<file path="src/verilog/audio_out_pkg.sv">
/*
 * Shared constants for the board audio output path
 * Sample and DAC widths, S/PDIF half-cell timing, preamble patterns
 * and the subframe word with its field and raw views
 */

package audio_out_pkg;

    // Audio sample and analog DAC widths
    localparam int PCM_BITS      = 16;
    localparam int DAC_BITS      = 4;
    localparam int DAC_FRAC_BITS = PCM_BITS - DAC_BITS;

    // Full-scale DAC code, also the saturation limit
    localparam logic [DAC_BITS-1:0] DAC_MAX = '1;

    // S/PDIF line timing in clk_2x cycles
    localparam int HALF_CELL_CYCLES = 6;
    localparam int HALF_CELL_BITS   = $clog2(HALF_CELL_CYCLES);

    // Last cycle of a half-cell
    localparam logic [HALF_CELL_BITS-1:0] HALF_CELL_LAST =
        HALF_CELL_BITS'(HALF_CELL_CYCLES - 1);

    // Subframe framing
    localparam int SUBFRAME_BITS      = 32;
    localparam int HALF_CELL_IDX_BITS = $clog2(2 * SUBFRAME_BITS);
    localparam int PREAMBLE_SLOTS     = 4;
    localparam int PREAMBLE_HALF_CELLS = 2 * PREAMBLE_SLOTS;
    localparam int AUDIO_PAD_BITS     = 8;

    // Channel-status block length in frames
    localparam int FRAMES_PER_BLOCK = 192;
    localparam int FRAME_CNT_BITS   = $clog2(FRAMES_PER_BLOCK);

    localparam logic [FRAME_CNT_BITS-1:0] FRAME_LAST =
        FRAME_CNT_BITS'(FRAMES_PER_BLOCK - 1);

    // Preambles as sent after a low line, first half-cell in the MSB
    // The transmitter inverts them when the line is high
    localparam logic [PREAMBLE_HALF_CELLS-1:0] PREAMBLE_B = 8'b1110_1000;
    localparam logic [PREAMBLE_HALF_CELLS-1:0] PREAMBLE_M = 8'b1110_0010;
    localparam logic [PREAMBLE_HALF_CELLS-1:0] PREAMBLE_W = 8'b1110_0100;

    // Subframe fields, MSB first as packed structs go
    // Bit 0 is the first slot on the line
    typedef struct packed {
        logic                      parity;
        logic                      channel_status;
        logic                      user;
        logic                      validity;
        logic [PCM_BITS-1:0]       sample;
        logic [AUDIO_PAD_BITS-1:0] audio_pad;
        logic [PREAMBLE_SLOTS-1:0] preamble;
    } spdif_subframe_fields_t;

    // Built through the fields, shifted out LSB first through raw
    typedef union packed {
        spdif_subframe_fields_t   fields;
        logic [SUBFRAME_BITS-1:0] raw;
    } spdif_subframe_u;

endpackage

</file>
<file path="src/verilog/audio_out_top.sv">
/*
 * Board audio output top
 * Holds the latest valid stereo sample pair and drives the S/PDIF
 * transmitter and one 4-bit DAC modulator per channel
 */

`timescale 1ns/1ns

module audio_out_top (
    input  logic                               clk_2x,
    input  logic                               rst_n,

    input  logic [audio_out_pkg::PCM_BITS-1:0] audio_output_l,
    input  logic [audio_out_pkg::PCM_BITS-1:0] audio_output_r,
    input  logic                               audio_output_valid,

    output logic [audio_out_pkg::DAC_BITS-1:0] audio_l,
    output logic [audio_out_pkg::DAC_BITS-1:0] audio_r,
    output logic                               spdif
);
    import audio_out_pkg::*;

    logic [PCM_BITS-1:0] held_l;
    logic [PCM_BITS-1:0] held_r;

    // Sample hold
    // A new pair just replaces the old one, nothing is acknowledged
    always_ff @(posedge clk_2x) begin
        if (!rst_n) begin
            held_l <= '0;
            held_r <= '0;
        end else if (audio_output_valid) begin
            held_l <= audio_output_l;
            held_r <= audio_output_r;
        end
    end

    // Digital output
    // Left and right subframes alternate on the line
    spdif_frame_tx spdif_tx (
        .clk_2x         (clk_2x),
        .rst_n          (rst_n),
        .held_l         (held_l),
        .held_r         (held_r),
        .channel_select (),
        .spdif          (spdif)
    );

    // Analog outputs
    dac_pwm dac_left (
        .clk_2x (clk_2x),
        .rst_n  (rst_n),
        .pcm    (held_l),
        .dac    (audio_l)
    );

    dac_pwm dac_right (
        .clk_2x (clk_2x),
        .rst_n  (rst_n),
        .pcm    (held_r),
        .dac    (audio_r)
    );

    // An unknown strobe would corrupt both held samples at once
    a_valid_known: assert property (
        @(posedge clk_2x) disable iff (!rst_n)
        !$isunknown(audio_output_valid)
    );

endmodule

</file>
<file path="src/verilog/dac_pwm.sv">
/*
 * First-order 4-bit DAC modulator
 * Offset-binary conversion and error-feedback accumulator
 * on the low sample bits, with a registered output code
 */

`timescale 1ns/1ns

module dac_pwm (
    input  logic                               clk_2x,
    input  logic                               rst_n,
    input  logic [audio_out_pkg::PCM_BITS-1:0] pcm,
    output logic [audio_out_pkg::DAC_BITS-1:0] dac
);
    import audio_out_pkg::*;

    logic [PCM_BITS-1:0]      pcm_u;
    logic [DAC_BITS-1:0]      hi;
    logic [DAC_FRAC_BITS-1:0] lo;

    logic [DAC_FRAC_BITS-1:0] acc;
    logic [DAC_FRAC_BITS:0]   acc_sum;
    logic [DAC_BITS:0]        dac_sum;

    // Signed to offset binary
    assign pcm_u = {~pcm[PCM_BITS-1], pcm[PCM_BITS-2:0]};

    // Coarse code and the residue left for the accumulator
    assign hi = pcm_u[PCM_BITS-1 -: DAC_BITS];
    assign lo = pcm_u[DAC_FRAC_BITS-1:0];

    // Carry out of the residue sum bumps the code by one
    assign acc_sum = {1'b0, acc} + {1'b0, lo};
    assign dac_sum = {1'b0, hi} + {{DAC_BITS{1'b0}}, acc_sum[DAC_FRAC_BITS]};

    always_ff @(posedge clk_2x) begin
        if (!rst_n) begin
            acc <= '0;
            dac <= '0;
        end else begin
            acc <= acc_sum[DAC_FRAC_BITS-1:0];

            // Full scale stays at full scale
            if (dac_sum[DAC_BITS]) begin
                dac <= DAC_MAX;
            end else begin
                dac <= dac_sum[DAC_BITS-1:0];
            end
        end
    end

    // Output never strays more than one step above the coarse code
    a_dac_range: assert property (
        @(posedge clk_2x) disable iff (!rst_n)
        $past(rst_n) |->
            (dac == $past(hi)) ||
            (($past(hi) != DAC_MAX) && (dac == $past(hi) + 1'b1))
    );

endmodule

</file>
<file path="src/verilog/spdif_frame_tx.sv">
/*
 * S/PDIF transmitter
 * Builds one subframe per side from the held samples, picks the
 * B/M/W preamble and sends it with biphase-mark coding
 */

`timescale 1ns/1ns

module spdif_frame_tx (
    input  logic                              clk_2x,
    input  logic                              rst_n,
    input  logic [audio_out_pkg::PCM_BITS-1:0] held_l,
    input  logic [audio_out_pkg::PCM_BITS-1:0] held_r,
    output logic                              channel_select,
    output logic                              spdif
);
    import audio_out_pkg::*;

    logic [HALF_CELL_BITS-1:0]      hc_cnt;
    logic [HALF_CELL_IDX_BITS-1:0]  cell_idx;
    logic [FRAME_CNT_BITS-1:0]      frame_cnt;

    spdif_subframe_u                shreg;
    spdif_subframe_u                word_next;
    logic [PCM_BITS-1:0]            sample_sel;

    logic [PREAMBLE_HALF_CELLS-1:0] pre_pat;
    logic [PREAMBLE_HALF_CELLS-1:0] pre_next;
    logic                           pre_inv;

    logic                           cell_start;
    logic                           sf_start;
    logic                           sf_end;
    logic                           in_preamble;

    // cell_idx points at the half-cell emitted on the next cell_start
    assign cell_start  = (hc_cnt == '0);
    assign sf_start    = cell_start && (cell_idx == '0);
    assign sf_end      = (hc_cnt == HALF_CELL_LAST) && (cell_idx == '0);
    assign in_preamble = (cell_idx < HALF_CELL_IDX_BITS'(PREAMBLE_HALF_CELLS));

    // Half-cell timing
    always_ff @(posedge clk_2x) begin
        if (!rst_n) begin
            hc_cnt   <= '0;
            cell_idx <= '0;
        end else begin
            if (hc_cnt == HALF_CELL_LAST) begin
                hc_cnt <= '0;
            end else begin
                hc_cnt <= hc_cnt + 1'b1;
            end

            // 64 half-cells per subframe, wraps on its own
            if (cell_start) begin
                cell_idx <= cell_idx + 1'b1;
            end
        end
    end

    // Side flag flips in the last cycle of a subframe, so the new side
    // is already visible when the next word is assembled
    always_ff @(posedge clk_2x) begin
        if (!rst_n) begin
            channel_select <= 1'b0;
            frame_cnt      <= '0;
        end else if (sf_end) begin
            channel_select <= ~channel_select;

            // A frame ends after its right subframe
            if (channel_select) begin
                if (frame_cnt == FRAME_LAST) begin
                    frame_cnt <= '0;
                end else begin
                    frame_cnt <= frame_cnt + 1'b1;
                end
            end
        end
    end

    // Subframe word for the side about to be sent
    always_comb begin
        sample_sel = channel_select ? held_r : held_l;

        word_next.raw           = '0;
        word_next.fields.sample = sample_sel;

        // Even parity over slots 4 to 31
        word_next.fields.parity = ^word_next.raw[SUBFRAME_BITS-2:PREAMBLE_SLOTS];
    end

    // B opens each block on the left side
    always_comb begin
        if (channel_select) begin
            pre_next = PREAMBLE_W;
        end else if (frame_cnt == '0) begin
            pre_next = PREAMBLE_B;
        end else begin
            pre_next = PREAMBLE_M;
        end
    end

    // Subframe and preamble shifters
    always_ff @(posedge clk_2x) begin
        if (sf_start) begin
            shreg   <= word_next;
            pre_pat <= pre_next << 1;
            pre_inv <= spdif;
        end else if (cell_start) begin
            pre_pat <= pre_pat << 1;

            // Next slot's bit moves into bit 0 at the end of each slot
            if (cell_idx[0]) begin
                shreg.raw <= shreg.raw >> 1;
            end
        end
    end

    // Line register
    always_ff @(posedge clk_2x) begin
        if (!rst_n) begin
            spdif <= 1'b0;
        end else if (cell_start) begin
            if (sf_start) begin
                spdif <= pre_next[PREAMBLE_HALF_CELLS-1] ^ spdif;
            end else if (in_preamble) begin
                spdif <= pre_pat[PREAMBLE_HALF_CELLS-1] ^ pre_inv;
            end else if (!cell_idx[0]) begin
                // Every data slot opens with a transition
                spdif <= ~spdif;
            end else if (shreg.raw[0]) begin
                // Mid-slot transition marks a one
                spdif <= ~spdif;
            end
        end
    end

    // The line only moves on a half-cell edge
    a_spdif_on_cell: assert property (
        @(posedge clk_2x) disable iff (!rst_n)
        $changed(spdif) |-> $past(cell_start)
    );

    // A side change is seen exactly when a subframe starts
    a_select_at_start: assert property (
        @(posedge clk_2x) disable iff (!rst_n)
        $changed(channel_select) |-> sf_start
    );

    a_frame_range: assert property (
        @(posedge clk_2x) disable iff (!rst_n)
        frame_cnt < FRAME_CNT_BITS'(FRAMES_PER_BLOCK)
    );

endmodule
</file>
<file path="config.mk">
export PLATFORM = sky130hd
export DESIGN_NAME = audio_out_top
export DESIGN_NICKNAME = d
export VERILOG_FILES = /design/src/verilog/audio_out_pkg.sv /design/src/verilog/audio_out_top.sv /design/src/verilog/dac_pwm.sv /design/src/verilog/spdif_frame_tx.sv
export SDC_FILE = /design/constraint.sdc
export NUM_CORES = 1
export LEC_CHECK = 0
export BUFFER_PORTS_ARGS = -buffer_cell sky130_fd_sc_hd__buf_4
export CORE_MARGIN = 2
export CORE_UTILIZATION = 60
export DETAILED_ROUTE_END_ITERATION = 10
export PLACE_DENSITY = 0.75
export SYNTH_ARGS = -nofsm -noshare
export SYNTH_HDL_FRONTEND = slang
export SYNTH_SLANG_ARGS = --single-unit
export TNS_END_PERCENT = 10
</file>
<file path="constraint.sdc">
create_clock -name clk_2x -period 3.3 [get_ports clk_2x]
set_input_delay 0.33 -clock clk_2x [delete_from_list [all_inputs] [get_ports clk_2x]]
set_output_delay 0.33 -clock clk_2x [all_outputs]
set_load 0.01 [all_outputs]
</file>
* Yosys cells after proc, flatten, opt, wreduce, memory -nomap -nowiden
Cells that the tools add are included.
** Word-level totals
- Register bits :: 123
- Output and inout port bits :: 9
** Operators by class
- $add $sub $neg :: 7
- Order comparisons :: 1
- Equality and inequality tests :: 3
- Multiplexer cells :: 15
- Bitwise operators :: 7
- Reduce and logical (&&, ||, !) cells :: 13
** Operator list (number)
- two-way mux 32 bit :: 3
- two-way mux 8 bit :: 4
- parity 27 bit :: 1
- adder 12 x 12 -> 13 bit :: 2
- two-way mux 16 bit :: 1
- two-way mux 4 bit :: 3
- adder 4 x 1 -> 5 bit :: 2
- adder 8 x 1 -> 8 bit (second input constant) :: 1
- equality test 8 bit (second input constant) :: 1
- logical NOT 8 bit :: 1
- AND reduction 2 bit :: 4
- adder 6 x 1 -> 6 bit (second input constant) :: 1
- logical NOT 6 bit :: 1
- < comparator 6 x 4 -> 1 bit (second input constant) :: 1
- NOT 1 bit :: 5
- two-way mux 1 bit :: 4
- inequality test 4 bit (second input constant) :: 1
- nonzero test 2 bit :: 2
- adder 3 x 1 -> 3 bit (second input constant) :: 1
- equality test 3 bit (second input constant) :: 1
- logical NOT 3 bit :: 1
- logical AND 1 bit :: 2
- OR reduction 2 bit :: 1
- XOR 1 bit :: 2

* Depth between registers and ports, before layout
- Depth in word-level cells :: 5
- Depth in mapped cells :: 14
- Mapped depth without buffers :: 14

* By module
Synthesis repeated with hierarchy kept, for this count alone.
** Second synthesis, totals
- Cell total of the unflattened synthesis :: 619
- Area total of the unflattened synthesis :: 6117.1 um^2
** Modules (own cells, without submodules)
- spdif_frame_tx :: instances 1, cells each 300, area an instance 2917.8 um^2
- audio_out_top :: instances 1, cells each 103, area an instance 1243.7 um^2
- dac_pwm at dac_left :: instances 1, cells each 112, area an instance 1001.0 um^2
- dac_pwm at dac_right :: instances 1, cells each 104, area an instance 954.7 um^2

* Least setup slack after synthesis
Ideal clock, no wire load.
- Path type :: flip-flop to flip-flop
- From :: register held_l[0]
- To :: register dac_left.dac[0] (netlist bit)
- Arrival :: 2.655 ns
- Data required time :: 3.172 ns
- Path slack :: 0.518 ns
- Stages on the path, launching flop included :: 14
- Clock period less this slack :: 2.782 ns
- Cell sequence :: dfxtp_1 ha_1 fa_1 a21o_1 a21oi_1 o21ba_2 o21ai_0 a211o_1 a21o_1 ha_1 ha_1 and3b_1 nor2_1 nor2_1
** Between the ends
- Cells in the longest elaborated chain, start to end :: 3
** Ends and longest elaborated chain
- from (decl) :: RTL line audio_out_top.sv:23 : logic [PCM_BITS-1:0] held_l;
- from (signal assigned) :: RTL line audio_out_top.sv:33 : held_l <= audio_output_l;
- adder 12 x 12 -> 13 bit :: RTL line dac_pwm.sv:33 : assign acc_sum = {1'b0, acc} + {1'b0, lo};
- adder 4 x 1 -> 5 bit :: RTL line dac_pwm.sv:34 : assign dac_sum = {1'b0, hi} + {{DAC_BITS{1'b0}}, acc_sum[DAC_FRAC_BITS]};
- two-way mux 4 bit :: RTL line dac_pwm.sv:44 : if (dac_sum[DAC_BITS]) begin
- to (signal assigned) :: RTL line dac_pwm.sv:47 : dac <= dac_sum[DAC_BITS-1:0];
- to (decl) :: RTL line dac_pwm.sv:13 : output logic [audio_out_pkg::DAC_BITS-1:0] dac
No other way between the ends.
A chain may end at the register's enable or synchronous reset.

* Final worst setup path
- From :: register held_l[0]
- To :: register dac_left.dac[1] (netlist bit)
The elaborated chain is that of the path after synthesis.

==> impl_metrics.env <==
export IMPL_first_global_vias=4546
export IMPL_dr_pass1_iters=4
export IMPL_rsz0062_at_grt="no"
export IMPL_ctsLongestPathBuffers=2
export IMPL_core_um2=9730
export IMPL_synth_common_cells="dfxtp_1, nor2_1, nand2_1"
export IMPL_reg2reg_to="dac_left.dac[1]"
export IMPL_use_met3_pct=6.42
export IMPL_period_needed_ps=3110
export IMPL_cts_root_buf="clkbuf_8"
export IMPL_crit_path_start_kind="flop"
export IMPL_power_leakage_nw=3.14
export IMPL_tritoncts="yes"
export IMPL_fin_crit_sh_pct=94.3
export IMPL_tns_ps=0
export IMPL_fp_dieH_um=104
export IMPL_tightest_slew_ps=705
export IMPL_skew_ps=6.23
export IMPL_die_w_um=104
export IMPL_max_freq_ghz=0.321
export IMPL_globalplace_congestion=0.821
export IMPL_met2_usage_pct=43.6
export IMPL_min_path_cells=3
export IMPL_synth_distinct_cells=45
export IMPL_diodes=0
export IMPL_min_to="held_l[4]"
export IMPL_seq_area_um2=2680
export IMPL_yosys_warnings=0
export IMPL_postSynthAreaPerCell_um2=9.48
export IMPL_drtAntennaViolNets=0
export IMPL_required_ps=3690
export IMPL_slew_headroom_pct=52.9
export IMPL_n_fill_cell=745
export IMPL_start_util_pct=61.3
export IMPL_place_inst=784
export IMPL_slew_violations=0
export IMPL_clk_pin_slew_ps=50
export IMPL_power_density_nw_per_um2=624
export IMPL_overflow=0
export IMPL_path_class="flop to flop"
export IMPL_hp_start="audio_output_l[4]"
export IMPL_synth_most_common_cell="dfxtp_1"
export IMPL_synth_top_area_cell="dfxtp_1"
export IMPL_async_flop_share_pct=0
export IMPL_ir_worst_vdd_uv=470
export IMPL_die_area_um2=10800
export IMPL_grt_busiest_layer="met2"
export IMPL_synthCells=629
export IMPL_hold_viol=0
export IMPL_synth_edf_count=24
export IMPL_yosysSeqAreaShare_pct=45.0
export IMPL_status="completed"
export IMPL_area_delta_synth_final_pct=17.3
export IMPL_grtUsageTotal_pct=25.0
export IMPL_met1_usage_pct=29.1
export IMPL_cts_setup_buffers=0
export IMPL_clock_latency_ps=530
export IMPL_cts_resized=0
export IMPL_cts_buffers=17
export IMPL_rr_worst_depth=13
export IMPL_drive_above_1_share_pct=12.6
export IMPL_r2r_setup_slack_ps=190
export IMPL_ys_flop_type="dfxtp_1"
export IMPL_ios=44
export IMPL_route_detailed_drc=0
export IMPL_wl_um=12600
export IMPL_io_buffers=43
export IMPL_synthTopCellsByArea="dfxtp_1, edfxtp_1, mux2i_1"
export IMPL_dr_total_vias=4520
export IMPL_setup_viol=0
export IMPL_hp_class="primary input to flop"
export IMPL_synth_nets=701
export IMPL_drtIter0Drc=185
export IMPL_layout_nets=742
export IMPL_synth_top_cell_area_share_pct=32.9
export IMPL_critPathMaxFanout=4
export IMPL_cp_end_kind="flop"
export IMPL_grt_pass1_wl_um=21300
export IMPL_r2r_start="held_l[0]"
export IMPL_ys_ff_latch=122
export IMPL_grt_start_max_net_pins=40
export IMPL_num_rows=36
export IMPL_critPathArrivalTime_ps=3500
export IMPL_cts_sinks=122
export IMPL_htree_levels=4
export IMPL_syn_cell_area_um2=5960
export IMPL_instances_no_fill=816
export IMPL_wire_per_inst_um=15.4
export IMPL_grt_antenna_before_repair=0
export IMPL_cap_violations=0
export IMPL_multi_input_area_um2=3100
export IMPL_dp_hpwl_um=8520
export IMPL_finalPower_mw=4.36
export IMPL_cts_hold_buf=0
export IMPL_via_per_inst=5.54
-- flip-flops by register name (all words and copies together) (netlist names) --
name / flops
spdif_tx.pre_inv: 1
spdif_tx.shreg: 32
dac_right.dac: 4
dac_left.acc: 12
spdif_tx.hc_cnt: 3
spdif_tx.channel_select: 1
held_l: 16
spdif_tx.cell_idx: 6
dac_right.acc: 12
spdif_tx.pre_pat: 6
dac_left.dac: 4
held_r: 16
spdif_tx.spdif: 1
spdif_tx.frame_cnt: 8
-- how the worst max path moves through the flow --
| stage | start | end | slack [ps] | depth (start not counted) |
|---|---|---|---|---|
| after detailed placement | held_l[0] | dac_left.dac[0] | 300 | 13 |
| after CTS | held_l[0] | dac_left.dac[1] | 190 | 13 |
| after global placement | held_l[0] | dac_left.dac[0] | 350 | 13 |
| after global routing | held_l[0] | dac_left.dac[1] | 30 | 13 |
| after floorplan | held_l[0] | dac_left.dac[0] | 520 | 13 |
| final | held_l[0] | dac_left.dac[1] | 190 | 13 |
-- critical path, stage by stage, from the launching register on --
cell	delay (ps)
dfxtp_1	340
ha_1	230
fa_1	410
a21o_1	170
a21oi_1	220
o21ba_2	190
o21ai_0	170
a211o_1	310
a21o_1	190
ha_1	190
ha_1	220
and3b_1	190
nor2_1	90
nor2_1	50
-- through the flow --
stage	instance area, µm²	setup slack [ps]	hold WS (ps)	utilization, %
final	6990	188	35.4	71.9
after global routing	6990	30.5	34.9	71.9
after CTS	6990	188	19.2	71.9
after detailed placement	6380	304	447	65.6
after global placement	6380	348	437	65.6
after floorplan	5960	518	431	-
-- cells by family after synthesis --
logic type                 count (synthesis)  synth area share, %
xor gates and xnor gates                  47                 6.90
adders and majority gates                 37                 8.02
and+or+nand+nor                          207                 15.7
DFF                                      122                 45.0
muxes                                     62                 10.4
AOI/OAI and AO/OA                        111                 11.0
buffers and inverters                     43                 2.98
-- where the power goes --
part,leakage (nW),total (mW),internal (mW),switching (mW)
registers,1.04,1.82,1.72,0.0948
logic,1.79,0.678,0.284,0.394
clock network,0.306,1.87,1.24,0.632
total,3.14,4.36,3.24,1.12
-- layer usage --
metal	part of all wire, %	vias to the layer above
met4	1.8	0
met2	50	98
met5	0	-
met1	44	2145
met3	4.1	20
li1	-	2257
-- layout make-up --
cell class | count | share of cell area (%)
repair buffers | 50 | 5.37
clock inverters | 6 | 1.15
flip-flops and latches | 122 | 38.4
inverters | 15 | 0.805
well taps | 133 | 2.38
multi-input cells | 464 | 44.4
clock buffers | 26 | 7.57
-- layout by cell type, fill, tap and decap left out, types with 17 or more instances in the layout --
master,count
edfxtp_1,24
ha_1,35
xnor2_1,22
xor2_1,25
buf_4,50
a21oi_1,36
nor2_1,83
clkbuf_16,17
dfxtp_1,98
nand2_1,68
o21ai_0,34
mux2i_1,61
No activity file was read; power rests on OpenSTA's default activity.
